===== src/logic/soc_cfg.svh =====
// SoC bus configuration
`ifndef SOC_CFG_SVH
`define SOC_CFG_SVH

// Address bits 31:30 that select the I/O region, anything else is RAM
`define SOC_IO_REGION 2'b01

// Device bytes inside the I/O region
`define SOC_GPIO_ADDR 8'h40
`define SOC_UART_ADDR 8'h60
`define SOC_FLASH_ADDR 8'h70

// Fetch starts here after reset, inside the flash image
`define SOC_RESET_PC 32'h0010_0000

// Plain serial read opcode
`define SOC_FLASH_CMD_READ 8'h03

// ck cycles per UART bit and default RAM depth in words
`define SOC_BAUD_DIVIDE 278
`define SOC_RAM_WORDS 256

`endif


===== src/logic/soc_pkg.sv =====
// SoC bus types
`default_nettype none

package soc_pkg;

    // Instruction bus, address is a byte address
    typedef struct packed {
        logic        cyc;
        logic [31:0] adr;
    } ibus_req_t;

    typedef struct packed {
        logic        ack;
        logic [31:0] rdt;
    } ibus_rsp_t;

    // One data address, seen as RAM word or as I/O device register
    typedef union packed {
        struct packed {
            logic [1:0]  region;
            logic [27:0] word;
            logic [1:0]  byte_ofs;
        } ram;
        struct packed {
            logic [1:0]  region;
            logic [13:0] rsvd;
            logic [7:0]  dev;
            logic [7:0]  reg_off;
        } io;
    } dbus_adr_u;

    typedef struct packed {
        logic        cyc;
        logic        we;
        logic [3:0]  sel;
        dbus_adr_u   adr;
        logic [31:0] dat;
    } dbus_req_t;

    typedef struct packed {
        logic        ack;
        logic [31:0] rdt;
    } dbus_rsp_t;

endpackage

`default_nettype wire


===== src/logic/bus_arb.sv =====
// Instruction bus priority arbiter
`timescale 1ns/1ps
`default_nettype none

module bus_arb (
    input  wire                     i_ck,
    input  wire                     i_reset_loop,
    input  wire soc_pkg::ibus_req_t i_a_req,
    output soc_pkg::ibus_rsp_t      o_a_rsp,
    input  wire soc_pkg::ibus_req_t i_b_req,
    output soc_pkg::ibus_rsp_t      o_b_rsp,
    output soc_pkg::ibus_req_t      o_x_req,
    input  wire soc_pkg::ibus_rsp_t i_x_rsp
);

    localparam logic [1:0] ST_IDLE = 2'd0;
    localparam logic [1:0] ST_A    = 2'd1;
    localparam logic [1:0] ST_B    = 2'd2;

    logic [1:0] state;

    // Port a wins when both ask in the same idle cycle
    always_ff @(posedge i_ck) begin
        if (i_reset_loop) begin
            state <= ST_IDLE;
        end else begin
            case (state)
                ST_IDLE: begin
                    if (i_a_req.cyc) begin
                        state <= ST_A;
                    end else if (i_b_req.cyc) begin
                        state <= ST_B;
                    end
                end
                default: begin
                    if (i_x_rsp.ack) begin
                        state <= ST_IDLE;
                    end
                end
            endcase
        end
    end

    // Owner gets the reader, the other side sees zero
    always_comb begin
        o_x_req = '0;
        o_a_rsp = '0;
        o_b_rsp = '0;
        case (state)
            ST_A: begin
                o_x_req = i_a_req;
                o_a_rsp = i_x_rsp;
            end
            ST_B: begin
                o_x_req = i_b_req;
                o_b_rsp = i_x_rsp;
            end
            default: ;
        endcase
    end

    assert property (@(posedge i_ck) disable iff (i_reset_loop)
        !(o_a_rsp.ack && o_b_rsp.ack))
        else $error("flash ack reached both masters");

    // Ownership only ends on the reader's ack
    assert property (@(posedge i_ck) disable iff (i_reset_loop)
        (state != ST_IDLE) && !i_x_rsp.ack |=> state == $past(state))
        else $error("arbiter grant changed without an ack");

endmodule

`default_nettype wire


===== config.mk =====
export PLATFORM = sky130hd
export DESIGN_NAME = bus_arb
export DESIGN_NICKNAME = d
export VERILOG_FILES = /design/src/logic/soc_cfg.svh /design/src/logic/soc_pkg.sv /design/src/logic/bus_arb.sv
export SDC_FILE = /design/constraint.sdc
export NUM_CORES = 1
export LEC_CHECK = 0
export BUFFER_PORTS_ARGS = -buffer_cell sky130_fd_sc_hd__buf_2
export CORE_AREA = 3 3 76 78
export DETAILED_ROUTE_END_ITERATION = 8
export DIE_AREA = 0 0 79 81
export GPL_TIMING_DRIVEN = 0
export HOLD_SLACK_MARGIN = 0.06
export PLACE_DENSITY = 0.69
export SETUP_SLACK_MARGIN = 0.05
export SYNTH_ARGS = -nofsm -noshare
export SYNTH_HDL_FRONTEND = slang
export SYNTH_SLANG_ARGS = --single-unit

===== constraint.sdc =====
create_clock -name i_ck -period 1.1 [get_ports i_ck]
set_input_delay 0.11 -clock i_ck [delete_from_list [all_inputs] [get_ports i_ck]]
set_output_delay 0.11 -clock i_ck [all_outputs]
set_load 0.02 [all_outputs]

==> impl_results.md <==
* Vias post-DR at 2082
* Commonest non-fill, non-tap cell in the layout: buf_2
* Final max-slew violation count at 0
* Clock share of power at between 10% and 20%
* Fin util at roughly 75%
* WL/cell at between 15 and 20 um
* DRC at 0
* Critical Path AT at between 1000 and 1500 ps
* Initial core utilization at between 20% and 30%
* Iter 0 DRT Violations at 32
* Endpoints failing hold at 0
* Final clock skew at 2.46 ps
* Post-synth top area share at around 37%
* Die ar. at 6400 um^2
* Overall Global Routing Usage at between 20% and 30%
* CTS Buf Count at 3
* Post-layout min period at approximately 1600 ps
* Number of global-route vias before repair at 2119
* Period utilisation layout at 145%
* GPL Wtd Cong at a little under 0.7
* Final setup fails at about 100
* Initial antenna violation count at 0
* RSZ-0062 raised after global routing: yes
* Max Fclk at about 630 MHz
* Instance count on the critical path at 7
* Deepest clock path buffer count at 2
* Critical Path Source Type: register
* Largest register by flop count: state
* Sw Share at approximately two fifths
* CP startpoint: state[0]
* Syn Area/Cell at ~6.9 um^2
* Final WS setup at -490 ps
* Total Wirelength at roughly 7400 um
* Slowest stage cell, crit path: dfxtp_4
* Nets@finish at around 490
* Rows at 26
* Hold crit path type: in -> reg
* Top Registers: state: 2 flops
* DPL Wire Length at between 4000 and 5000 um
* Max-slew headroom at 79.3%
* Pre-antenna DRT Iters at 4
* Sequential share of the synthesized area at under 10%
* Hold Crit Depth at 2
* P_leak at roughly 1.8 nW
* Pre-CTS setup slack at -311 ps
* CTS root buf: clkbuf_8
* Synthesized flop and latch total at 2
* PortBufs at just under 200
* Synth cell types at 15
* Status: finished with violations
* Synthesis-to-finish area growth at 242%
* Cell taking the most area after synthesis: and2_1
* Crit Path Class: reg -> out
* Internal power at 1.58 mW
* Failing checks: setup timing
* Drt via density at approximately 4.6
* Max-Cap Viols at 0
* TritonCTS clock tree: done
* Critical-path cell list: inv_6 -> ha_4 -> buf_12 -> buf_12 -> a22oi_2 -> nor2b_4 -> buf_6
* Number of flip-flops in the largest register at 2
* Hold Startpoint: i_reset_loop
* WP buf/inv at 4
* ANT cells at 0
* Synthesis warning total at 0
* Path depth of the worst reg2reg path at 4
* Area of the multi-input gates at 1580 um^2
* Syn Inst Count at 162
* Commonest non-fill, non-tap cells in the layout: buf_2 (108), buf_6 (90), and2_4 (66)
* Largest net degree at the start of global routing at 11
* Share of cells above drive strength 1 at about 99%
* Sw power at 0.991 mW
* Core box area at 5140 um^2
* Mapped cell area at 1120 um^2
* Die X at approximately 79 um
* Gate power share at between 80 and 90%
* Total power at ~2.6 mW
* Crit-path max FO at 10
* Clock-pin slew on the worst setup and hold paths at roughly 30 ps
* Final TNS setup at -42760 ps
* Crit-path max cell delay at approximately 370 ps
* Worst-skew pair later-pin latency at roughly 210 ps
* CP endpoint kind: output port
* Antenna Violating Nets Remaining at 0
* VDD IR max at about 0.00054 V
* Syn_nets at 266
* Register area at 47.5 um^2
* Worst R2R Setup Slack at -50 ps
* Synth area leaders: and2_1 (37%), a22oi_1 (22%), nor2b_1 (18%)
* Fill cells at about 380
* Cell Pwr Density at about 670 nW/um^2
* Die height at a little over 80 um
* R2r startpoint: state[0]
* Sequential share of power at between 3 and 4%
* CTS HTree Levels at 1
* Critical path's top delay family: buffers and inverters
* Worst Path Required at about 1000 ps
* Worst-margin pin slew at roughly 310 ps
* Number of I/O pins at 200
* Most Frequent Cell on Critical Path: buf_12
* First-pass GRT wire length at 10300 um
* GR Overflow Total at 0
* CTS sink count at 2
[per-layer routing]
metal	vias to the layer above	wire, um	global-route usage [%]
li1	984	-	-
met1	980	2580	20.5
met2	114	4170	42.2
met3	4	591	4.43
met4	0	46	3.61
met5	-	0	0
[stage by stage]
| step | area (um^2) | hold slack (ps) | cells |
|---|---|---|---|
| after floorplan | 1690 | 194 | 162 |
| after global placement | 2770 | 339 | 431 |
| after detailed placement | 2770 | 335 | 431 |
| after CTS | 3640 | 122 | 443 |
| after global routing | 3840 | 164 | 449 |
| final | 3840 | 142 | 449 |
[timing repair]
| action | in CTS | in global routing |
|---|---|---|
| gates resized for setup | 207 | 35 |
| hold buffers | 0 | 0 |
| setup buffers | 6 | 3 |
| gates cloned | 3 | 5 |
| setup endpoints to repair | 101 | 101 |
| pin swaps | 9 | 7 |
[worst reg2reg max path: stages (launching register included)]
cell,delay (ps)
dfxtp_4,350
inv_6,80
ha_4,170
mux2_4,320
o31ai_4,150
[path summary, 6_finish.rpt]
kind                  to
max          o_x_req[19]
max reg2reg     state[0]
min             state[0]
min reg2reg     state[1]
[cells in the mapped netlist (all sizes together)]
master / n
nand4bb: 1
nor2b: 33
inv: 2
and2: 66
a22oi: 33
clkbuf: 6
o31ai: 2
buf: 11
mux2: 2
ha: 3
dfxtp: 2
nand3b: 1
[power groups by stage]
stage          Combinational [mW]  Clock (mW)  Sequential (mW)
5_1_grt                      2.30       0.299           0.0931
2_1_floorplan                1.08           0           0.0909
3_5_place_dp                 1.56           0           0.0920
4_1_cts                      2.03       0.290           0.0917
6_report                     2.19       0.285           0.0915
3_3_place_gp                 1.54           0           0.0912
[kinds of logic (layout without fill, tap and decap cells)]
group           Yosys count  after routing  share of synthesized area [%]
simple gates            101            101                           56.9
compound gates           35             35                           24.3
buf+inv                  19            236                           9.15
fa+ha+maj                 3              3                           3.35
mux                       2              2                           2.68
flops                     2              2                           3.57
[final cells by class]
type	instances	share of cell area, %
Inverter	2	0.391
Clock buffer	3	1.08
Timing Repair Buffer	216	47.2
Buffer	15	6.59
Multi-Input combinational cell	141	41.2
Tap cell	70	2.28
Sequential cell	2	1.24
Note: power is estimated with default switching activity, not from simulation.
