### src/logic/soc_cfg.svh
// SoC bus configuration
`ifndef SOC_CFG_SVH
`define SOC_CFG_SVH

// Address bits 31:30 that select the I/O region, anything else is RAM
`define SOC_IO_REGION 2'b01

// Device bytes inside the I/O region
`define SOC_GPIO_ADDR 8'h40
`define SOC_UART_ADDR 8'h60
`define SOC_FLASH_ADDR 8'h70

// Fetch starts here after reset, inside the flash image
`define SOC_RESET_PC 32'h0010_0000

// Plain serial read opcode
`define SOC_FLASH_CMD_READ 8'h03

// ck cycles per UART bit and default RAM depth in words
`define SOC_BAUD_DIVIDE 278
`define SOC_RAM_WORDS 256

`endif

### src/logic/soc_pkg.sv
// SoC bus types
`default_nettype none

package soc_pkg;

    // Instruction bus, address is a byte address
    typedef struct packed {
        logic        cyc;
        logic [31:0] adr;
    } ibus_req_t;

    typedef struct packed {
        logic        ack;
        logic [31:0] rdt;
    } ibus_rsp_t;

    // One data address, seen as RAM word or as I/O device register
    typedef union packed {
        struct packed {
            logic [1:0]  region;
            logic [27:0] word;
            logic [1:0]  byte_ofs;
        } ram;
        struct packed {
            logic [1:0]  region;
            logic [13:0] rsvd;
            logic [7:0]  dev;
            logic [7:0]  reg_off;
        } io;
    } dbus_adr_u;

    typedef struct packed {
        logic        cyc;
        logic        we;
        logic [3:0]  sel;
        dbus_adr_u   adr;
        logic [31:0] dat;
    } dbus_req_t;

    typedef struct packed {
        logic        ack;
        logic [31:0] rdt;
    } dbus_rsp_t;

endpackage

`default_nettype wire

### src/logic/uart_tx.sv
// UART transmitter, 8N1
`timescale 1ns/1ps
`default_nettype none

module uart_tx #(
    parameter int BAUD_DIVIDE = 278
) (
    input  wire                     i_ck,
    input  wire                     i_reset_loop,
    input  wire                     i_sel,
    input  wire soc_pkg::dbus_req_t i_dbus,
    output soc_pkg::dbus_rsp_t      o_rsp,
    output logic                    o_tx
);

    localparam int DIV_W = $clog2(BAUD_DIVIDE);

    logic [DIV_W-1:0] div_cnt;
    logic [3:0]       bit_cnt;
    // Stop, data LSB first, start; shifts out from bit 0
    logic [9:0]       frame;
    logic             busy;
    logic             bit_end;
    logic             frame_end;
    logic             req_new;
    logic             wr_data;

    assign bit_end   = busy && (div_cnt == '0);
    assign frame_end = bit_end && (bit_cnt == 4'd9);
    assign req_new   = i_sel && !o_rsp.ack;
    assign wr_data   = req_new && i_dbus.we && (i_dbus.adr.io.reg_off == 8'h00);

    assign o_tx = frame[0];

    always_ff @(posedge i_ck) begin
        if (i_reset_loop) begin
            busy    <= 1'b0;
            bit_cnt <= '0;
            div_cnt <= '0;
            frame   <= '1;
            o_rsp   <= '0;
        end else begin
            o_rsp <= '0;
            if (bit_end) begin
                frame   <= {1'b1, frame[9:1]};
                bit_cnt <= bit_cnt + 4'd1;
                div_cnt <= DIV_W'(BAUD_DIVIDE - 1);
                if (frame_end) begin
                    busy <= 1'b0;
                end
            end else if (busy) begin
                div_cnt <= div_cnt - 1'b1;
            end
            // Data write waits for the line, new frame starts with the ack
            if (wr_data && (!busy || frame_end)) begin
                frame     <= {1'b1, i_dbus.dat[7:0], 1'b0};
                busy      <= 1'b1;
                bit_cnt   <= '0;
                div_cnt   <= DIV_W'(BAUD_DIVIDE - 1);
                o_rsp.ack <= 1'b1;
            end else if (req_new && !wr_data) begin
                o_rsp.ack <= 1'b1;
                if (!i_dbus.we && (i_dbus.adr.io.reg_off == 8'h04)) begin
                    o_rsp.rdt <= {31'd0, busy};
                end
            end
        end
    end

endmodule

`default_nettype wire

### config.mk
export PLATFORM = sky130hd
export DESIGN_NAME = uart_tx
export DESIGN_NICKNAME = d
export VERILOG_FILES = /design/src/logic/soc_cfg.svh /design/src/logic/soc_pkg.sv /design/src/logic/uart_tx.sv
export SDC_FILE = /design/constraint.sdc
export NUM_CORES = 1
export LEC_CHECK = 0
export BUFFER_PORTS_ARGS = -buffer_cell sky130_fd_sc_hd__buf_2
export CAP_MARGIN = 20
export CORE_MARGIN = 5
export CORE_UTILIZATION = 44
export CTS_CLUSTER_SIZE = 25
export DETAILED_ROUTE_END_ITERATION = 16
export GPL_ROUTABILITY_DRIVEN = 1
export GPL_TIMING_DRIVEN = 0
export PLACE_DENSITY_LB_ADDON = 0.08
export SETUP_SLACK_MARGIN = 0.2
export SYNTH_ARGS = -nofsm -noshare
export SYNTH_HDL_FRONTEND = slang
export SYNTH_SLANG_ARGS = --single-unit
export TNS_END_PERCENT = 30
### constraint.sdc
create_clock -name i_ck -period 5.1 [get_ports i_ck]
set_input_delay 0.765 -clock i_ck [delete_from_list [all_inputs] [get_ports i_ck]]
set_output_delay 0.765 -clock i_ck [all_outputs]
set_load 0.02 [all_outputs]
==> results.py <==
metrics = {
    "clocking": {
        "clk_latency_ps": 320,
        "cts_tree": "yes",
        "cts_setup_buffers": 0,
        "cts_resized": 0,
        "htree_levels": 1,
        "clk_path_buf_depth": 2,
        "holdBufCountCts": 0,
        "path_clk_slew_ps": 140,
        "cts_root_buffer": "clkbuf_4",
        "cts.sinks": 25,
        "cts_buffers": 3,
    },
    "outcome": {
        "status": "finished, final reports clean",
    },
    "grt": {
        "grt_pass1_wl_mm": 4.91,
        "grt_overflow": 0,
        "antenna_found_initial": 0,
        "grt_usage_pct": 13.7,
        "grt_max_degree": 14,
        "grt_pass1_vias": 1155,
    },
    "route": {
        "antenna_left": 0,
        "wire_per_inst_um": 11.5,
        "totalWireLength_mm": 3.07,
        "vias": 1169,
        "drc_errors": 0,
        "first_iter_violations": 35,
        "via_per_inst": 4.38,
        "first_pass_iters": 4,
    },
    "synth": {
        "synth_common_cells": "31 x buf_4, 26 x nor2_1, 25 x dfxtp_1",
        "yosysTopAreaCellShare_pct": 33.3,
        "ys_seq_area_share_pct": 33.3,
        "syn_area_per_cell_um2": 9.06,
        "synth.largest_area_cell": "dfxtp_1",
        "ys.warnings.count": 0,
        "async_flop_share_pct": 0,
        "yosysMostFrequentCell": "buf_4",
        "synth.distinct_cells": 44,
        "synth_edf_count": 0,
        "syn_area_um2": 1500,
        "syn_inst": 166,
        "synth_top_flop_cell": "dfxtp_1",
        "synth.ff_latch_count": 25,
        "synth_area_leaders": "dfxtp_1 33%, buf_4 15%, nor2_1 6.5%",
    },
    "power_and_ir_drop": {
        "peakVddDrop_mv": 0.102,
        "swShare_pct": 27.6,
        "p_sw_uw": 95.5,
        "leakagePower_nw": 0.830,
        "p_int_uw": 251,
        "pwr-share-clk_pct": 26.5,
        "power_density_nw_per_um2": 192,
        "p_comb_share_pct": 16.8,
        "sequentialPowerShare_pct": 56.7,
    },
    "timing": {
        "final-max-slew-violation-count": 0,
        "setup_viol": 0,
        "fin_crit_ps": 2190,
        "clock_skew_ps": 7.23,
        "holdWs_ps": 502,
        "worst_slew_pin_slew_ps": 642,
        "finalSetupTns_ps": 0,
        "rsz0062_at_grt": "false",
        "fin_crit_sh_pct": 43.0,
        "hold_violations": 0,
        "clock.fmax_mhz": 456,
        "relSlewSlack_pct": 56.6,
        "postLayoutSetupSlackWorst_ps": 2910,
    },
    "worst_setup_path": {
        "arrival_ps": 2450,
        "crit_buf_inv": 2,
        "cp_slowest_cell": "or4_1",
        "path_cells": "or4_1 -> buf_2 -> o41a_1 -> nor2_4 -> buf_6 -> mux2i_1",
        "slowest_delay_ps": 520,
        "cp_data_required_time_ps": 5350,
        "cp-end-kind": "flip-flop",
        "worstSetupStartpointType": "flip-flop",
        "cpLargestDelayFamily": "simple AND/OR/NAND/NOR gates",
        "path_class": "flip-flop to flip-flop",
        "path_max_fanout": 10,
    },
    "floorplan": {
        "core_area_um2": 3310,
        "ios": 107,
        "initial_core_util_pct": 45.4,
        "die_w_um": 68.5,
        "die_y_um": 68.5,
        "dieArea_um2": 4690,
        "rows": 21,
    },
    "final_layout": {
        "nNetsFinal": 298,
        "area.growth.synth_to_final_pct": 20.0,
        "antenna_cells": 0,
        "drive_gt1_share_pct": 30.3,
    },
    "placed_design": {
        "pre_cts_slack_ps": 2610,
        "place.gp.congestion": 0.716,
        "portBuffers": 21,
        "hpwlAfterDp_mm": 2.43,
    },
    "run": {
        "maxCapViolCount": 0,
    },
    "min_path": {
        "hp-class": "flip-flop to flip-flop",
    },
}
==> final timing paths <==
kind / from / to / slack (ps) / cells past startpoint
max: div_cnt[4]$_SDFFE_PP0P_ / frame[5]$_SDFFE_PP1P_ / 2910 / 6
min: frame[8]$_SDFFE_PP1P_ / frame[8]$_SDFFE_PP1P_ / 500 / 1
max reg2reg: div_cnt[4]$_SDFFE_PP0P_ / frame[5]$_SDFFE_PP1P_ / 2910 / 6
min reg2reg: frame[8]$_SDFFE_PP1P_ / frame[8]$_SDFFE_PP1P_ / 500 / 1
==> logic make-up after synthesis <==
logic type               synth area share, %
AND/OR/NAND/NOR                         19.3
buffers and inverters                   20.0
flip-flops                              33.3
multiplexers                            12.1
AO/OA/AOI/OAI                           7.32
XOR/XNOR                                5.24
adder cells (fa/ha/maj)                 2.50
other                                  0.249
==> power groups by stage <==
stage          Combinational (mW)  Clock [mW]  Sequential [mW]
2_1_floorplan              0.0463           0            0.201
3_3_place_gp               0.0560           0            0.201
3_5_place_dp               0.0566           0            0.201
4_1_cts                    0.0567      0.0960            0.197
5_1_grt                    0.0632       0.102            0.197
6_report                   0.0583      0.0919            0.197
==> worst reg2reg max path, stage by stage (launching register included) <==
cell and delay (ps):
dfxtp_1 390, or4_1 520, buf_2 180, o41a_1 460, nor2_4 190, buf_6 190, mux2i_1 200
==> registers in the layout, indices dropped and copies added (netlist names) <==
signal and cells:
o_rsp 2, div_cnt 9, bit_cnt 4, busy 1, frame 9
==> metal layers <==
metal / GRT usage, % / up-vias / wire [µm]
li1: - / 611 / -
met1: 15.0 / 524 / 1280
met2: 25.5 / 32 / 1580
met3: 2.63 / 2 / 190
met4: 5.46 / 0 / 19
met5: 0 / - / 0
==> layout make-up <==
cell class | count | area, µm²
multi-input cells | 126 | 815
inverters | 7 | 26.3
flip-flops and latches | 25 | 500
clock buffers | 4 | 26.3
fillers | 333 | 1510
well taps | 46 | 57.6
plain buffers | 38 | 275
repair buffers | 21 | 105
==> stage by stage <==
step	util [%]	power [mW]	cells	area, µm²
detailed placement	53.7	0.257	263	1780
global placement	53.7	0.257	263	1780
floorplan	-	0.248	196	1620
CTS	54.5	0.349	267	1810
finish	54.5	0.347	267	1810
global route	54.5	0.362	267	1810
==> cell usage in the layout (no fill, tap or decap), types with 2 or more instances in the layout <==
| master | n |
|---|---|
| mux2_4 | 6 |
| nor2_1 | 26 |
| nor4_1 | 2 |
| clkbuf_4 | 3 |
| nand2_1 | 3 |
| buf_4 | 31 |
| nor4b_1 | 2 |
| xor2_1 | 2 |
| buf_2 | 22 |
| buf_6 | 2 |
| a21oi_1 | 2 |
| nand3b_1 | 2 |
| clkbuf_1 | 4 |
| a221oi_1 | 2 |
| mux2i_1 | 8 |
| inv_1 | 7 |
| o21ai_0 | 2 |
| ha_1 | 3 |
| nor2b_1 | 2 |
| nor3_1 | 5 |
| xnor2_1 | 7 |
| dfxtp_1 | 25 |
| conb_1 | 31 |
Power figures use the tool's default switching activity.
