File: src/logic/soc_cfg.svh
// SoC bus configuration
`ifndef SOC_CFG_SVH
`define SOC_CFG_SVH

// Address bits 31:30 that select the I/O region, anything else is RAM
`define SOC_IO_REGION 2'b01

// Device bytes inside the I/O region
`define SOC_GPIO_ADDR 8'h40
`define SOC_UART_ADDR 8'h60
`define SOC_FLASH_ADDR 8'h70

// Fetch starts here after reset, inside the flash image
`define SOC_RESET_PC 32'h0010_0000

// Plain serial read opcode
`define SOC_FLASH_CMD_READ 8'h03

// ck cycles per UART bit and default RAM depth in words
`define SOC_BAUD_DIVIDE 278
`define SOC_RAM_WORDS 256

`endif

File: src/logic/soc_pkg.sv
// SoC bus types
`default_nettype none

package soc_pkg;

    // Instruction bus, address is a byte address
    typedef struct packed {
        logic        cyc;
        logic [31:0] adr;
    } ibus_req_t;

    typedef struct packed {
        logic        ack;
        logic [31:0] rdt;
    } ibus_rsp_t;

    // One data address, seen as RAM word or as I/O device register
    typedef union packed {
        struct packed {
            logic [1:0]  region;
            logic [27:0] word;
            logic [1:0]  byte_ofs;
        } ram;
        struct packed {
            logic [1:0]  region;
            logic [13:0] rsvd;
            logic [7:0]  dev;
            logic [7:0]  reg_off;
        } io;
    } dbus_adr_u;

    typedef struct packed {
        logic        cyc;
        logic        we;
        logic [3:0]  sel;
        dbus_adr_u   adr;
        logic [31:0] dat;
    } dbus_req_t;

    typedef struct packed {
        logic        ack;
        logic [31:0] rdt;
    } dbus_rsp_t;

endpackage

`default_nettype wire

File: src/logic/spi_flash_reader.sv
// SPI flash word reader
`timescale 1ns/1ps
`default_nettype none
`include "soc_cfg.svh"

module spi_flash_reader (
    input  wire                     i_ck,
    input  wire                     i_reset_loop,
    input  wire soc_pkg::ibus_req_t i_req,
    output soc_pkg::ibus_rsp_t      o_rsp,
    output logic                    o_sck,
    output logic                    o_ssb,
    output logic                    o_mosi,
    input  wire                     i_miso
);

    logic        active;
    // Counts sck half periods, 64 bits take 128
    logic [6:0]  half_cnt;
    logic [31:0] tx_shift;
    logic [31:0] rx_shift;
    logic        start;
    logic        last_half;
    logic        data_phase;

    // The cycle after an ack never restarts on the old request
    assign start      = !active && i_req.cyc && !o_rsp.ack;
    assign last_half  = active && (half_cnt == 7'd127);
    // Second half of the transfer, past opcode and address
    assign data_phase = half_cnt[6];

    assign o_mosi = tx_shift[31];

    always_ff @(posedge i_ck) begin
        if (i_reset_loop) begin
            active   <= 1'b0;
            half_cnt <= '0;
            tx_shift <= '0;
            o_sck    <= 1'b0;
            o_ssb    <= 1'b1;
            o_rsp    <= '0;
        end else begin
            o_rsp <= '0;
            if (start) begin
                active   <= 1'b1;
                o_ssb    <= 1'b0;
                half_cnt <= '0;
                tx_shift <= {`SOC_FLASH_CMD_READ, i_req.adr[23:0]};
            end else if (active) begin
                half_cnt <= half_cnt + 7'd1;
                o_sck    <= ~o_sck;
                // Falling side moves the next bit out
                if (o_sck) begin
                    tx_shift <= {tx_shift[30:0], 1'b0};
                end
                if (last_half) begin
                    active    <= 1'b0;
                    o_ssb     <= 1'b1;
                    o_rsp.ack <= 1'b1;
                    // First byte on the wire is the lowest address
                    o_rsp.rdt <= {rx_shift[7:0], rx_shift[15:8],
                                  rx_shift[23:16], rx_shift[31:24]};
                end
            end
        end
    end

    // Sample on the rising side during the data bits
    always_ff @(posedge i_ck) begin
        if (active && !o_sck && data_phase) begin
            rx_shift <= {rx_shift[30:0], i_miso};
        end
    end

    assert property (@(posedge i_ck) disable iff (i_reset_loop)
        !active |-> o_ssb && !o_sck)
        else $error("flash select or clock active outside a transfer");

    // Select low to ack is one fixed transfer length
    assert property (@(posedge i_ck) disable iff (i_reset_loop)
        $fell(o_ssb) |-> ##128 o_rsp.ack)
        else $error("flash transfer did not end after 64 sck periods");

endmodule

`default_nettype wire

File: config.mk
export PLATFORM = sky130hd
export DESIGN_NAME = spi_flash_reader
export DESIGN_NICKNAME = d
export VERILOG_FILES = /design/src/logic/soc_pkg.sv /design/src/logic/spi_flash_reader.sv
export VERILOG_INCLUDE_DIRS = /design/src /design/src/logic
export SDC_FILE = /design/constraint.sdc
export NUM_CORES = 1
export LEC_CHECK = 0
export ABC_AREA = 1
export BUFFER_PORTS_ARGS = -buffer_cell sky130_fd_sc_hd__buf_2
export CAP_MARGIN = 20
export CORE_AREA = 2 2 92 94
export CTS_BUF_LIST = sky130_fd_sc_hd__clkbuf_2
export CTS_CLUSTER_SIZE = 10
export DETAILED_ROUTE_END_ITERATION = 8
export DIE_AREA = 0 0 94 96
export HOLD_SLACK_MARGIN = 0.06
export PLACE_DENSITY = 0.75
export SLEW_MARGIN = 40
export SYNTH_ARGS = -nofsm -noshare
export SYNTH_HDL_FRONTEND = slang
export SYNTH_SLANG_ARGS = --single-unit
File: constraint.sdc
create_clock -name i_ck -period 4 [get_ports i_ck]
set_input_delay 0.8 -clock i_ck [delete_from_list [all_inputs] [get_ports i_ck]]
set_output_delay 0.8 -clock i_ck [all_outputs]
set_load 0.01 [all_outputs]
==> impl_metrics.env <==
export IMPL_synth_top_area_frac=0.380
export IMPL_hold_path_end="rx_shift[0]"
export IMPL_cts_buffers=9
export IMPL_fill_cells=748
export IMPL_fmax_mhz=476
export IMPL_rows=33
export IMPL_reg2reg_depth=6
export IMPL_clockBufferDepth=2
export IMPL_cp_slowest_cell="inv_1"
export IMPL_nets=526
export IMPL_synth_adder_area_share=0.00317
export IMPL_yosys_warnings=0
export IMPL_drive_above_1_share=0.235
export IMPL_post_dp_hpwl_um=4240
export IMPL_track_usage=0.152
export IMPL_drv_slew=0
export IMPL_ios=72
export IMPL_fin_hold_ws_ns=0.389
export IMPL_path_clk_slew_ns=0.29
export IMPL_grt_pass1_vias=2476
export IMPL_grtUsageMet2=0.260
export IMPL_wl_per_cell_um=10.8
export IMPL_cts_root_buf="clkbuf_2"
export IMPL_fin_tns_setup_ns=0
export IMPL_firstDrtPassIters=6
export IMPL_io_buffer_count=63
export IMPL_synth_area_per_cell_um2=9.07
export IMPL_grtUsageMet3=0.0470
export IMPL_rsz0062_at_grt="no"
export IMPL_postSynthCellCount=435
export IMPL_synth_area_um2=3950
export IMPL_fin_ws_ns=1.90
export IMPL_tightest_slew_ns=0.709
export IMPL_grtUsageMet1=0.186
export IMPL_synth_top_family_by_area="simple AND/OR/NAND/NOR gates"
export IMPL_ys_types=23
export IMPL_finClkSkew_ns=0.0379
export IMPL_die_w_um=94
export IMPL_slowest_delay_ns=0.58
export IMPL_leakage_uw=0.00197
export IMPL_synth_edff_count=32
export IMPL_yosys_area_share_simple=0.260
export IMPL_clk_latency_ns=0.57
export IMPL_crit_path_max_fanout=24
export IMPL_routed_wl_um=6440
export IMPL_synth_compound_gate_area_share=0.0203
export IMPL_place_ws_ns=1.80
export IMPL_min_path_cells=1
export IMPL_hold_viol=0
export IMPL_fin_crit_ns=2.10
export IMPL_synth_ff_latch_count=107
export IMPL_antennaDiodeCount=0
export IMPL_post_route_util=0.547
export IMPL_path_cells="inv_1 > nand3_2 > nand2_2 > nor2_1 > nor2_1 > nor2_1"
export IMPL_setup_viol=0
export IMPL_grt_pass1_wl_um=10800
export IMPL_path_class="flip-flop to flip-flop"
export IMPL_synthXorXnorAreaFrac=0.00222
export IMPL_drc=0
export IMPL_core_area_um2=8050
export IMPL_slew_headroom=0.527
export IMPL_drt_iter0_drc=85
export IMPL_globalplace_congestion=0.728
export IMPL_cp_common_cell="nor2_1"
export IMPL_busiest_layer="met2"
export IMPL_grt_start_max_net_pins=35
export IMPL_cap_viol_max_count=0
export IMPL_die_y_um=96
export IMPL_cts_tree="done"
export IMPL_start_util=0.490
export IMPL_worstSetupStartpointType="flip-flop"
export IMPL_antenna_found_initial=0
export IMPL_crit_path_end_kind="flip-flop"
export IMPL_synth_seq_area_share=0.624
export IMPL_r2r_end="tx_shift[5]"
export IMPL_cts_resized_gates=0
export IMPL_cts_sinks=107
export IMPL_syn_to_final_growth_pct=11.6
export IMPL_rr_startpoint="active"
export IMPL_grt_overflow=0
export IMPL_yosysMostFrequentCell="nor2_1"
export IMPL_fin_crit_sh=0.525
export IMPL_hold_path_startpoint="i_miso"
export IMPL_vias=2783
export IMPL_cp_required_ns=4.45
export IMPL_h_tree_depth=3
export IMPL_viasPerCell=4.65
export IMPL_antenna_left=0
export IMPL_synth_top_area_cell="dfxtp_1"
export IMPL_peakVddDrop_uv=264
export IMPL_synthFlopType="dfxtp_1"
export IMPL_cp_arrival_ns=2.55
export IMPL_cts_hold_buffers=0
export IMPL_synth_area_leaders="dfxtp_1 38%, edfxtp_1 24%, nor2_1 8.6%"
export IMPL_synth_common_cells="90 x nor2_1, 75 x dfxtp_1, 72 x nand2_1, 62 x inv_1, 32 x edfxtp_1"
export IMPL_synthMuxAreaShare=0
export IMPL_syn_nets=472
export IMPL_p_per_area_nw_per_um2=394
export IMPL_regToRegSetupSlack_ns=1.90
export IMPL_hp_class="input port to flip-flop"
export IMPL_die_area_um2=9020
export IMPL_cts_setup_buffers=0
export IMPL_synth_async_sr_flop_share=0
export IMPL_status="completed"
routing by layer:
layer	up-vias	routed length, um
met2	81	2920
met3	9	410
met1	1245	3030
met5	-	0
li1	1448	-
met4	0	82
worst max-delay path: cells and delay by family (launching register included):
kind          cells  cell delay (ns)
flops             1             0.49
simple gates      5             0.93
buf+inv           1             0.58
layout by cell type, fill, tap and decap left out, drive strengths merged, types with 3 or more instances in the layout:
cell type | synthesis | layout
a21oi | 13 | 13
buf | 12 | 64
clkbuf | 9 | 9
dfxtp | 75 | 75
edfxtp | 32 | 32
inv | 63 | 67
nand2 | 73 | 73
nand3 | 6 | 6
nand4 | 23 | 23
nor2 | 119 | 119
nor3 | 3 | 3
o21ai | 3 | 3
power breakdown:
part / internal [uW] / switching, uW / total, uW
Combinational: 37.2 / 63.7 / 101
Sequential: 1140 / 13.2 / 1150
Clock: 106 / 381 / 487
flip-flops by register name (all words and copies together) (netlist names):
signal / flops
active: 1
half_cnt: 7
o_rsp: 33
o_sck: 1
o_ssb: 1
rx_shift: 32
tx_shift: 32
logic make-up (layout without fill, tap and decap cells):
kind of cell	count (synthesis)	count (layout)
adder cells (fa/ha/maj)	1	1
flip-flops	107	107
AND/OR/NAND/NOR	226	226
XOR/XNOR	1	1
buffers and inverters	84	143
AO/OA/AOI/OAI	16	16
stage by stage:
step / total power [uW] / cell area [um^2] / instances
6_report: 1740 / 4410 / 599
5_1_grt: 1820 / 4410 / 599
3_3_place_gp: 1270 / 4280 / 583
3_5_place_dp: 1270 / 4280 / 583
4_1_cts: 1760 / 4410 / 599
2_1_floorplan: 1240 / 3950 / 435
worst max-delay path by stage:
| stage | endpoint | slack, ns | from |
|---|---|---|---|
| after detailed placement | o_ssb | 1.80 | i_reset_loop |
| after global placement | o_ssb | 1.83 | i_reset_loop |
| after floorplan | rx_shift[0] | 1.70 | active |
| final | tx_shift[5] | 1.90 | active |
| after global routing | tx_shift[14] | 1.66 | active |
| after CTS | tx_shift[5] | 1.88 | active |
layout make-up:
cell class | instances | area [um^2] | share of cell area
Clock buffer | 9 | 45.0 | 0.0102
Clock inverter | 7 | 76.3 | 0.0173
Inverter | 63 | 236 | 0.0537
Multi-Input combinational cell | 244 | 1130 | 0.257
Sequential cell | 107 | 2460 | 0.559
Tap cell | 105 | 131 | 0.0298
Timing Repair Buffer | 64 | 323 | 0.0733
No activity file was read; power rests on OpenSTA's default activity.
