`src/logic/soc_cfg.svh`:
```
// SoC bus configuration
`ifndef SOC_CFG_SVH
`define SOC_CFG_SVH

// Address bits 31:30 that select the I/O region, anything else is RAM
`define SOC_IO_REGION 2'b01

// Device bytes inside the I/O region
`define SOC_GPIO_ADDR 8'h40
`define SOC_UART_ADDR 8'h60
`define SOC_FLASH_ADDR 8'h70

// Fetch starts here after reset, inside the flash image
`define SOC_RESET_PC 32'h0010_0000

// Plain serial read opcode
`define SOC_FLASH_CMD_READ 8'h03

// ck cycles per UART bit and default RAM depth in words
`define SOC_BAUD_DIVIDE 278
`define SOC_RAM_WORDS 256

`endif

```
`src/logic/soc_pkg.sv`:
```
// SoC bus types
`default_nettype none

package soc_pkg;

    // Instruction bus, address is a byte address
    typedef struct packed {
        logic        cyc;
        logic [31:0] adr;
    } ibus_req_t;

    typedef struct packed {
        logic        ack;
        logic [31:0] rdt;
    } ibus_rsp_t;

    // One data address, seen as RAM word or as I/O device register
    typedef union packed {
        struct packed {
            logic [1:0]  region;
            logic [27:0] word;
            logic [1:0]  byte_ofs;
        } ram;
        struct packed {
            logic [1:0]  region;
            logic [13:0] rsvd;
            logic [7:0]  dev;
            logic [7:0]  reg_off;
        } io;
    } dbus_adr_u;

    typedef struct packed {
        logic        cyc;
        logic        we;
        logic [3:0]  sel;
        dbus_adr_u   adr;
        logic [31:0] dat;
    } dbus_req_t;

    typedef struct packed {
        logic        ack;
        logic [31:0] rdt;
    } dbus_rsp_t;

endpackage

`default_nettype wire

```
`src/logic/dbus_decode.sv`:
```
// Data bus decoder and GPIO register
`timescale 1ns/1ps
`default_nettype none
`include "soc_cfg.svh"

module dbus_decode (
    input  wire                     i_ck,
    input  wire                     i_reset_loop,
    input  wire soc_pkg::dbus_req_t i_dbus,
    output logic                    o_ram_sel,
    output logic                    o_uart_sel,
    output logic                    o_flash_sel,
    input  wire soc_pkg::dbus_rsp_t i_ram_rsp,
    input  wire soc_pkg::dbus_rsp_t i_uart_rsp,
    input  wire soc_pkg::dbus_rsp_t i_flash_rsp,
    output soc_pkg::dbus_rsp_t      o_dbus,
    output logic [7:0]              o_gpio
);

    logic               io_hit;
    logic               gpio_sel;
    logic [7:0]         gpio_q;
    soc_pkg::dbus_rsp_t gpio_rsp;

    assign io_hit = i_dbus.adr.io.region == `SOC_IO_REGION;

    // Select drops during the target's ack cycle
    assign o_ram_sel   = i_dbus.cyc && !io_hit && !i_ram_rsp.ack;
    assign o_uart_sel  = i_dbus.cyc && io_hit && (i_dbus.adr.io.dev == `SOC_UART_ADDR)
                         && !i_uart_rsp.ack;
    assign o_flash_sel = i_dbus.cyc && io_hit && (i_dbus.adr.io.dev == `SOC_FLASH_ADDR)
                         && !i_flash_rsp.ack;
    assign gpio_sel    = i_dbus.cyc && io_hit && (i_dbus.adr.io.dev == `SOC_GPIO_ADDR)
                         && !gpio_rsp.ack;

    // GPIO output byte, lane 0 only
    always_ff @(posedge i_ck) begin
        if (i_reset_loop) begin
            gpio_q   <= '0;
            gpio_rsp <= '0;
        end else begin
            gpio_rsp <= '0;
            if (gpio_sel) begin
                gpio_rsp.ack <= 1'b1;
                if (i_dbus.we) begin
                    if (i_dbus.sel[0]) begin
                        gpio_q <= i_dbus.dat[7:0];
                    end
                end else begin
                    gpio_rsp.rdt <= {24'd0, gpio_q};
                end
            end
        end
    end

    assign o_gpio = gpio_q;

    // Idle targets hold zero, so OR is the mux
    assign o_dbus.ack = i_ram_rsp.ack | i_uart_rsp.ack | i_flash_rsp.ack | gpio_rsp.ack;
    assign o_dbus.rdt = i_ram_rsp.rdt | i_uart_rsp.rdt | i_flash_rsp.rdt | gpio_rsp.rdt;

    assert property (@(posedge i_ck) disable iff (i_reset_loop)
        $onehot0({o_ram_sel, o_uart_sel, o_flash_sel, gpio_sel}))
        else $error("more than one data target selected");

    // Targets answer on their own timing, still never two at once
    assert property (@(posedge i_ck) disable iff (i_reset_loop)
        $onehot0({i_ram_rsp.ack, i_uart_rsp.ack, i_flash_rsp.ack, gpio_rsp.ack}))
        else $error("more than one data target acked");

endmodule

`default_nettype wire

```
`config.mk`:
```
export PLATFORM = sky130hd
export DESIGN_NAME = dbus_decode
export DESIGN_NICKNAME = d
export VERILOG_FILES = /design/src/logic/soc_pkg.sv /design/src/logic/dbus_decode.sv
export VERILOG_INCLUDE_DIRS = /design/src /design/src/logic
export SDC_FILE = /design/constraint.sdc
export NUM_CORES = 1
export LEC_CHECK = 0
export BUFFER_PORTS_ARGS = -buffer_cell sky130_fd_sc_hd__buf_2
export CAP_MARGIN = 15
export CELL_PAD_IN_SITES_DETAIL_PLACEMENT = 1
export CELL_PAD_IN_SITES_GLOBAL_PLACEMENT = 1
export CORE_ASPECT_RATIO = 0.5
export CORE_UTILIZATION = 13
export DETAILED_ROUTE_END_ITERATION = 12
export PLACE_DENSITY = 0.86
export SLEW_MARGIN = 20
export SYNTH_ARGS = -nofsm -noshare
export SYNTH_HDL_FRONTEND = slang
export SYNTH_SLANG_ARGS = --single-unit
```
`constraint.sdc`:
```
create_clock -name i_ck -period 1.44 [get_ports i_ck]
set_input_delay 0.072 -clock i_ck [delete_from_list [all_inputs] [get_ports i_ck]]
set_output_delay 0.072 -clock i_ck [all_outputs]
set_load 0.005 [all_outputs]
```
==> impl_metrics.sql <==
INSERT INTO impl_metrics (metric_group, metric, value, unit) VALUES
('floorplanning', 'initial_utilization', '14.1', '%'),
('drt', 'drt-pass1-iter-count', '2', ''),
('final_layout', 'multi_input_area', '599', 'sq um'),
('logic_synthesis', 'syn-cell-area', '978', 'sq um'),
('sta', 'setup-violations-final', '0', ''),
('sta', 'post-route-worst-setup-slack', '0.140', 'ns'),
('floorplanning', 'floorplan.die.width', '125', 'um'),
('logic_synthesis', 'seq_area_frac_synth', '34.8', '%'),
('logic_synthesis', 'ys.flop_type', 'dfxtp_1', ''),
('logic_synthesis', 'ys_ff_latch', '17', ''),
('clocking', 'numClockSinks', '17', ''),
('grt', 'overflow', '0', ''),
('worst_setup_path', 'crit_fanout', '3', ''),
('clocking', 'cts_buffer_depth', '2', ''),
('clocking', 'clk_latency', '0.24', 'ns'),
('clocking', 'tritoncts_clock_tree', 'done', ''),
('placement', 'place_congestion', '0.663', ''),
('drt', 'viasPerCell', '4.00', ''),
('clocking', 'cts_hold_buffers', '0', ''),
('clocking', 'cts_htree_levels', '1', ''),
('power', 'peakVddDrop', '0.000292', 'V'),
('sta', 'timing.final.crit_share', '90.2', '%'),
('sta', 'clock.fmax', '769', 'MHz'),
('power', 'comb_power_share', '20.2', '%'),
('sta', 'slew_headroom', '83.3', '%'),
('clocking', 'post_cts_resized', '0', ''),
('logic_synthesis', 'synth_warnings', '0', ''),
('drt', 'wl_per_cell', '11.3', 'um'),
('placement', 'dpl.hpwl', '3.60', 'mm'),
('outcome', 'outcome', 'completed', ''),
('final_layout', 'area.sequential', '340', 'sq um'),
('final_layout', 'proportion_of_layout_cells_with_a_drive_suffix_above_1', '66.3', '%'),
('logic_synthesis', 'synth_top_cell_by_area', 'dfxtp_1', ''),
('floorplanning', 'design.portCount', '215', ''),
('clocking', 'cts_root_buffer', 'clkbuf_16', ''),
('drt', 'route.vias.total', '1424', ''),
('placement', 'count_of_buffers_from_port_buffering', '165', ''),
('placement', 'placed_cells', '352', ''),
('placement', 'dp_worst_setup_slack', '0.256', 'ns'),
('worst_setup_path', 'start_kind', 'register', ''),
('clocking', 'cts-buffers-inserted', '3', ''),
('sta', 'fin_setup_tns', '0', 'ns'),
('final_layout', 'layout.core_utilization', '28.2', '%'),
('sta', 'fin_worst_skew', '0.00170', 'ns'),
('worst_setup_path', 'crit_path_end_kind', 'output pin', ''),
('final_layout', 'ant_diodes', '0', ''),
('clocking', 'clk_pin_slew', '0.05', 'ns'),
('sta', 'final_hold_viol_count', '0', ''),
('final_layout', 'finish.net_count', '436', ''),
('logic_synthesis', 'synthDistinctLibCells', '20', ''),
('sta', 'report.final.slew_viol_count', '0', ''),
('grt', 'grt_use_total', '9.78', '%'),
('logic_synthesis', 'yosys-top-cells-area', 'dfxtp_1 (35%), or3_1 (15%), nand2b_1 (10%), mux2i_1 (8.2%), or4_1 (6.9%)', ''),
('floorplanning', 'chipHeight', '63.3', 'um'),
('worst_setup_path', 'worstPathRequired', '1.37', 'ns'),
('floorplanning', 'placementRows', '21', ''),
('power', 'cell_internal_pwr', '0.00102', 'W'),
('power', 'net_switching_share_of_the_total_power', '21.1', '%'),
('grt', 'vias_in_the_first_global_route', '1387', ''),
('power', 'power-per-cell-area', '657', 'mW/mm^2'),
('sta', 'grt_setup_unrepaired', 'false', ''),
('final_layout', 'nFillCells', '876', ''),
('logic_synthesis', 'synth_common_cells', 'or3_1 (24), dfxtp_1 (17), nand2b_1 (16), or4_1 (9)', ''),
('final_layout', 'final-instance-count-excl-fill', '356', ''),
('floorplanning', 'die_outline_area', '0.00790', 'sq mm'),
('placement', 'placedInstanceArea', '0.00188', 'sq mm'),
('final_layout', 'syn_to_final_growth', '101', '%'),
('logic_synthesis', 'synthesis.nets', '269', ''),
('sta', 'worst_pin_slew', '0.249', 'ns'),
('drt', 'ant_nets', '0', ''),
('logic_synthesis', 'synth_edf_count', '0', '');
logic make-up (layout without fill, tap and decap cells):
group                  count (synthesis)  count (layout)  share of synthesized area, %
DFF                                   17              17                          34.8
buffers and inverters                  4             170                          3.96
muxes                                  8               8                          8.18
and+or+nand+nor                       69              69                          53.1
sequential cells by signal (all words and copies together) (netlist names):
register	cells
gpio_rsp	9
o_gpio	8
path summary, 6_finish.rpt:
check                    start          end  slack [ns]  depth (start not counted)
hold / removal       i_dbus[3]    o_gpio[3]        0.08                          3
setup / recovery  gpio_rsp[32]   o_dbus[32]        0.14                          2
hold reg to reg      o_gpio[4]    o_gpio[4]        0.48                          2
setup reg to reg  gpio_rsp[32]  gpio_rsp[3]        0.25                          3
routing by layer:
layer	routed length, um	part of all wire, %	GRT usage (%)	vias up
met5	0	0	0	-
met4	55	1.4	3.92	0
met3	379	9.4	2.80	4
met2	2240	56	19.9	68
met1	1350	33	9.24	652
li1	-	-	-	700
power groups by stage:
stage          Combinational [W]  Clock (W)  Sequential, W
2_1_floorplan          0.0000654          0       0.000481
3_3_place_gp            0.000256          0       0.000481
3_5_place_dp            0.000266          0       0.000481
4_1_cts                 0.000267   0.000568       0.000471
5_1_grt                 0.000290   0.000598       0.000470
6_report                0.000260   0.000559       0.000471
layout make-up:
cell class	instances	share of cell area, %
Sequential cell	17	17.3
Tap cell	92	5.86
Timing Repair Buffer	165	42.1
Inverter	1	0.191
Clock buffer	4	4.02
Multi-Input combinational cell	77	30.5
through the flow:
step | hold WS [ns] | power [W]
floorplan | 0.177 | 0.000546
global placement | 0.340 | 0.000737
detailed placement | 0.342 | 0.000746
CTS | 0.0837 | 0.00130
global route | 0.106 | 0.00136
finish | 0.0835 | 0.00129
critical path, cell delays in order, from the launching register on:
cell and delay [ns]:
dfxtp_1 0.34, or4_1 0.50, buf_2 0.15
cell usage in the layout, fill, tap and decap left out, types with 2 or more instances in the layout:
| cell type | instances |
|---|---|
| buf_2 | 165 |
| or3_1 | 24 |
| dfxtp_1 | 17 |
| nand2b_1 | 16 |
| or4_1 | 9 |
| nor3b_1 | 8 |
| mux2i_1 | 8 |
| clkbuf_16 | 3 |
| nor3_1 | 2 |
| nor3b_2 | 2 |
No activity file was read; power rests on OpenSTA's default activity.
