**src/logic/soc_cfg.svh**
```systemverilog
// SoC bus configuration
`ifndef SOC_CFG_SVH
`define SOC_CFG_SVH

// Address bits 31:30 that select the I/O region, anything else is RAM
`define SOC_IO_REGION 2'b01

// Device bytes inside the I/O region
`define SOC_GPIO_ADDR 8'h40
`define SOC_UART_ADDR 8'h60
`define SOC_FLASH_ADDR 8'h70

// Fetch starts here after reset, inside the flash image
`define SOC_RESET_PC 32'h0010_0000

// Plain serial read opcode
`define SOC_FLASH_CMD_READ 8'h03

// ck cycles per UART bit and default RAM depth in words
`define SOC_BAUD_DIVIDE 278
`define SOC_RAM_WORDS 256

`endif

```
**src/logic/soc_pkg.sv**
```systemverilog
// SoC bus types
`default_nettype none

package soc_pkg;

    // Instruction bus, address is a byte address
    typedef struct packed {
        logic        cyc;
        logic [31:0] adr;
    } ibus_req_t;

    typedef struct packed {
        logic        ack;
        logic [31:0] rdt;
    } ibus_rsp_t;

    // One data address, seen as RAM word or as I/O device register
    typedef union packed {
        struct packed {
            logic [1:0]  region;
            logic [27:0] word;
            logic [1:0]  byte_ofs;
        } ram;
        struct packed {
            logic [1:0]  region;
            logic [13:0] rsvd;
            logic [7:0]  dev;
            logic [7:0]  reg_off;
        } io;
    } dbus_adr_u;

    typedef struct packed {
        logic        cyc;
        logic        we;
        logic [3:0]  sel;
        dbus_adr_u   adr;
        logic [31:0] dat;
    } dbus_req_t;

    typedef struct packed {
        logic        ack;
        logic [31:0] rdt;
    } dbus_rsp_t;

endpackage

`default_nettype wire

```
**src/logic/flash_window.sv**
```systemverilog
// Flash read window on the data bus
`timescale 1ns/1ps
`default_nettype none

module flash_window (
    input  wire                     i_ck,
    input  wire                     i_reset_loop,
    input  wire                     i_sel,
    input  wire soc_pkg::dbus_req_t i_dbus,
    output soc_pkg::dbus_rsp_t      o_rsp,
    output soc_pkg::ibus_req_t      o_ibus_req,
    input  wire soc_pkg::ibus_rsp_t i_ibus_rsp
);

    logic [31:0] flash_adr;
    logic        rd_pend;
    logic        req_new;
    logic        is_adr_reg;
    logic        is_data_reg;

    // No new access while a flash read is out or the ack is up
    assign req_new     = i_sel && !rd_pend && !o_rsp.ack;
    assign is_adr_reg  = i_dbus.adr.io.reg_off == 8'h00;
    assign is_data_reg = i_dbus.adr.io.reg_off == 8'h04;

    assign o_ibus_req.cyc = rd_pend;
    assign o_ibus_req.adr = flash_adr;

    always_ff @(posedge i_ck) begin
        if (i_reset_loop) begin
            rd_pend <= 1'b0;
            o_rsp   <= '0;
        end else begin
            o_rsp <= '0;
            if (rd_pend && i_ibus_rsp.ack) begin
                rd_pend   <= 1'b0;
                o_rsp.ack <= 1'b1;
                o_rsp.rdt <= i_ibus_rsp.rdt;
            end else if (req_new) begin
                if (!i_dbus.we && is_data_reg) begin
                    rd_pend <= 1'b1;
                end else begin
                    o_rsp.ack <= 1'b1;
                    if (!i_dbus.we && is_adr_reg) begin
                        o_rsp.rdt <= flash_adr;
                    end
                end
            end
        end
    end

    // Address register steps one word per completed read
    always_ff @(posedge i_ck) begin
        if (req_new && i_dbus.we && is_adr_reg) begin
            flash_adr <= i_dbus.dat;
        end else if (rd_pend && i_ibus_rsp.ack) begin
            flash_adr <= flash_adr + 32'd4;
        end
    end

endmodule

`default_nettype wire

```
**config.mk**
```make
export PLATFORM = sky130hd
export DESIGN_NAME = flash_window
export DESIGN_NICKNAME = d
export VERILOG_FILES = /design/src/logic/soc_cfg.svh /design/src/logic/soc_pkg.sv /design/src/logic/flash_window.sv
export SDC_FILE = /design/constraint.sdc
export NUM_CORES = 1
export LEC_CHECK = 0
export ABC_AREA = 1
export BUFFER_PORTS_ARGS = -buffer_cell sky130_fd_sc_hd__buf_2
export CAP_MARGIN = 20
export CORE_UTILIZATION = 52
export CTS_BUF_LIST = sky130_fd_sc_hd__clkbuf_4 sky130_fd_sc_hd__clkbuf_8
export DETAILED_ROUTE_END_ITERATION = 8
export PLACE_DENSITY_LB_ADDON = 0.05
export SYNTH_ARGS = -nofsm -noshare
export SYNTH_HDL_FRONTEND = slang
export SYNTH_SLANG_ARGS = --single-unit
```
**constraint.sdc**
```tcl
create_clock -name i_ck -period 2.8 [get_ports i_ck]
set_input_delay 0.14 -clock i_ck [delete_from_list [all_inputs] [get_ports i_ck]]
set_output_delay 0.14 -clock i_ck [all_outputs]
set_load 0.01 [all_outputs]
```
==> summary by stage <==
Timing
Dividing the final minimum period by the clock period gives 0.6485. The number of max-slew violations in the final report is 0. The total count of hold-check failures in the final report is 0. Setup repair after global routing left no endpoint under its margin. Adding up every negative setup slack in the final design gives 0 ns. The maximum clock frequency is 0.5507 GHz. The worst hold slack is 0.05229 ns. The slew at the pin closest to its max-slew limit is 0.8195 ns. The smallest clock period supported by the final layout is computed as between 1.5 and 2 ns. Setup violations remaining at the end of the flow were counted as 0. The worst pin sits at a relative slew slack of 0.4507.

The setup clock skew after layout is 0.006820 ns.

Clocking
The TritonCTS clock tree is built. The count of cells resized by post-cts repair is 0. In this run, CTS created clock tree buffers numbering 9. The number of sinks handled by clock tree synthesis is 66.

After clock tree synthesis, the clock-pin slew on the worst setup and hold paths is 0.07 ns. The master cell of the clock root buffer is sky130_fd_sc_hd__clkbuf_8. Clock latency on the worst-skew pair, taken at its later pin, is 0.34 ns. The H-tree generated during clock tree synthesis spans 3 levels.

No sink is reached through more buffers than the 2 on the longest clock path.

Power and ir drop
Of the total power, the share spent switching nets is 0.2364. The share of total power dissipated in sequential elements is 0.544. The total power per unit cell area is 398.6 nW/um^2.

The peak supply drop is 0.2142 mV. The internal power contribution is about 1.4 mW. For this design the total switching power over the nets is 436.2 uW. The leakage power of the design is 2.262 nW. Of the total power, combinational logic draws 0.061. The clock group share of total power is 0.394.

Synthesis
The sequential share of the synthesized area is 0.4450. Ranked by total cell area, the synthesized netlist is headed by sky130_fd_sc_hd__edfxtp_1 (26%), sky130_fd_sc_hd__nand2_1 (20%), sky130_fd_sc_hd__dfxtp_1 (18%), sky130_fd_sc_hd__nand3_1 (6.2%), sky130_fd_sc_hd__nor2_1 (4.3%). Synthesis inferred 66 register bits. The top cell type's share of synthesized area is 0.2605. The average footprint of a synthesized cell is 7.543 um^2. Yosys printed 0 warnings. For this run, the leading register cell type out of synthesis is sky130_fd_sc_hd__dfxtp_1. Counting flops with a built-in enable in the synthesized netlist gives 32. The number of different library cells used by synthesis comes to 27. The synthesized netlist net count is 596.

The cell count after synthesis is 489. The area of the mapped netlist is between 3000 and 4000 um^2. The proportion of synthesized flip-flops having asynchronous set or reset is 0.

The synthesized design spends more area on one cell type than any other, namely sky130_fd_sc_hd__edfxtp_1.

Status
The run finished with clean final reports.

Placement
The number of buffers added on ports is 142. Including well taps, the total number of placed cells is 712. The placed wire-length estimate after detailed placement is 7.418 mm. The global placer's final weighted congestion is 0.9024.

Global routing
The total overflow left after global routing is 0. The first global-routing pass estimated 15.87 mm of wire. The largest net degree at the start of global routing is 35. The number of global-route vias before repair is 3,330. The initial antenna violation count was 0. The overall global routing resource usage is 0.2773.

Route
In this run, the number of DRC markers left after iteration 0 of detailed routing was 237. The routed layout has 3,711 vias. The ratio of routed vias to standard cells is 5.091. The number of DRC violations after detailed routing is 0. The final wirelength is 9.942 mm. The final antenna-violating net count is 0. The first TritonRoute pass finished after 5 iterations. After detailed routing, the average wire length per cell comes to 13.64 um.

Critical path
The critical path is of the reg2reg type. The nature of the critical path endpoint is a flip-flop. For the worst setup path, the data required time is about 2.9 ns. The startpoint kind of the worst setup timing path is a flip-flop. The highest net fanout along the worst path is 19. The worst reg-to-reg setup slack is 0.98 ns. The data arrival time of the critical path is roughly 1.9 ns.

Cells and area
The final cell count without fillers is 729. The area growth from synthesis to layout is 25.51%. The number of filler instances in the final layout is 638.

Of the cells placed in the final design, the portion with a size suffix greater than 1 is 0.3128. 0 antenna diodes ended up in the layout. The area taken by multi-input logic gates is 1774 um^2.

For this run, the post-layout net count is 735. Across the whole layout, storage elements account for 1642 um^2.

Floorplanning
Pin placement for this block handled 172 I/O pins. The die boundary height is ~86 um. The placeable core region is 6832 um^2. The area enclosed by the die boundary is 7434 um^2.

The width of the chip is roughly 86 um. The initial standard-cell utilization of the core is 0.5399. The number of placement rows is 30.

Worst hold path
The worst min-delay path category is in2reg.

Flow run
The tool flagged a number of max-cap violations equal to 0.
repair_timing:
item	CTS	global route
hold buffers	1	0
setup buffers	0	0
hold endpoints to repair	1	0
cells in the mapped netlist (all sizes together), types with 6 or more instances:
cell type	n
nand2	197
clkbuf	6
nand3	47
dfxtp	34
inv	38
o22ai	29
edfxtp	32
xor2	12
buf	15
nor2	57
a21oi	9
o21ai	7
logic make-up after synthesis:
kind of cell    Yosys count  synth area share
simple gates            304            0.3565
flops                    66            0.4450
buf+inv                  59           0.07395
compound gates           45           0.08785
xor+xnor                 14           0.03324
fa+ha+maj                 1          0.003392
per-layer routing:
layer	track usage	up-vias	wire length (um)
met5	0	-	0
met4	0.09545	0	172
met3	0.05048	18	641
met2	0.4495	154	4592
met1	0.3748	1682	4535
li1	-	1857	-
power groups by stage:
| stage | sequential, mW | combinational (mW) | clock, mW |
|---|---|---|---|
| floorplan | 1.03 | 0.0470 | 0 |
| finish | 1.00 | 0.113 | 0.728 |
| detailed placement | 1.03 | 0.112 | 0 |
| global route | 1.00 | 0.127 | 0.773 |
| CTS | 1.00 | 0.114 | 0.730 |
| global placement | 1.03 | 0.110 | 0 |
state kept, by name, summed over array words and instances (netlist names):
| signal | count |
|---|---|
| o_rsp | 33 |
| flash_adr | 32 |
| rd_pend | 1 |
worst paths after layout:
| check | start | to | cells after the start |
|---|---|---|---|
| worst min-delay path | i_ibus_rsp[21] | o_rsp[21]$_SDFF_PP0_ | 3 |
| worst max-delay path | o_rsp[32]$_SDFF_PP0_ | flash_adr[30]$_DFFE_PP_ | 6 |
| worst min register to register | rd_pend$_SDFFE_PP0P_ | rd_pend$_SDFFE_PP0P_ | 2 |
| worst max register to register | o_rsp[32]$_SDFF_PP0_ | flash_adr[30]$_DFFE_PP_ | 6 |
placed cells by master (no fill, tap or decap), types with 2 or more instances in the layout:
cell type,instances
sky130_fd_sc_hd__nand3_1,46
sky130_fd_sc_hd__buf_2,142
sky130_fd_sc_hd__a21oi_1,9
sky130_fd_sc_hd__dfxtp_1,34
sky130_fd_sc_hd__clkinv_2,3
sky130_fd_sc_hd__o22ai_1,19
sky130_fd_sc_hd__xor2_1,12
sky130_fd_sc_hd__xnor2_1,2
sky130_fd_sc_hd__o22ai_2,10
sky130_fd_sc_hd__nand2_2,4
sky130_fd_sc_hd__clkbuf_8,10
sky130_fd_sc_hd__nor2_4,4
sky130_fd_sc_hd__inv_1,37
sky130_fd_sc_hd__inv_4,2
sky130_fd_sc_hd__nand2_1,192
sky130_fd_sc_hd__buf_4,5
sky130_fd_sc_hd__edfxtp_1,32
sky130_fd_sc_hd__nor2_2,10
sky130_fd_sc_hd__nor2_1,42
sky130_fd_sc_hd__o21ai_0,7
worst max-delay path, stage by stage, from the launching register on:
cell                      delay (ns)
sky130_fd_sc_hd__dfxtp_1        0.32
sky130_fd_sc_hd__nor2_2         0.14
sky130_fd_sc_hd__nand2_2        0.11
sky130_fd_sc_hd__nor2_1         0.15
sky130_fd_sc_hd__nand2_1        0.09
sky130_fd_sc_hd__nand2_1        0.47
sky130_fd_sc_hd__buf_12         0.24
area by class of cell:
type / instances / share of cell area
inverters: 38 / 0.03081
repair buffers: 149 / 0.1681
clock inverters: 5 / 0.005946
well taps: 96 / 0.02595
multi-input cells: 364 / 0.3832
clock buffers: 11 / 0.03135
flip-flops and latches: 66 / 0.3546
stage by stage:
stage	power, mW	instance area, um^2	util	setup slack (ns)
detailed placement	1.138	4447	0.6509	0.9735
CTS	1.849	4629	0.6777	0.9650
finish	1.845	4629	0.6777	0.9841
floorplan	1.074	3689	-	0.8339
global route	1.905	4629	0.6777	0.8646
global placement	1.137	4447	0.6509	1.018
Note: power is estimated with default switching activity, not from simulation.
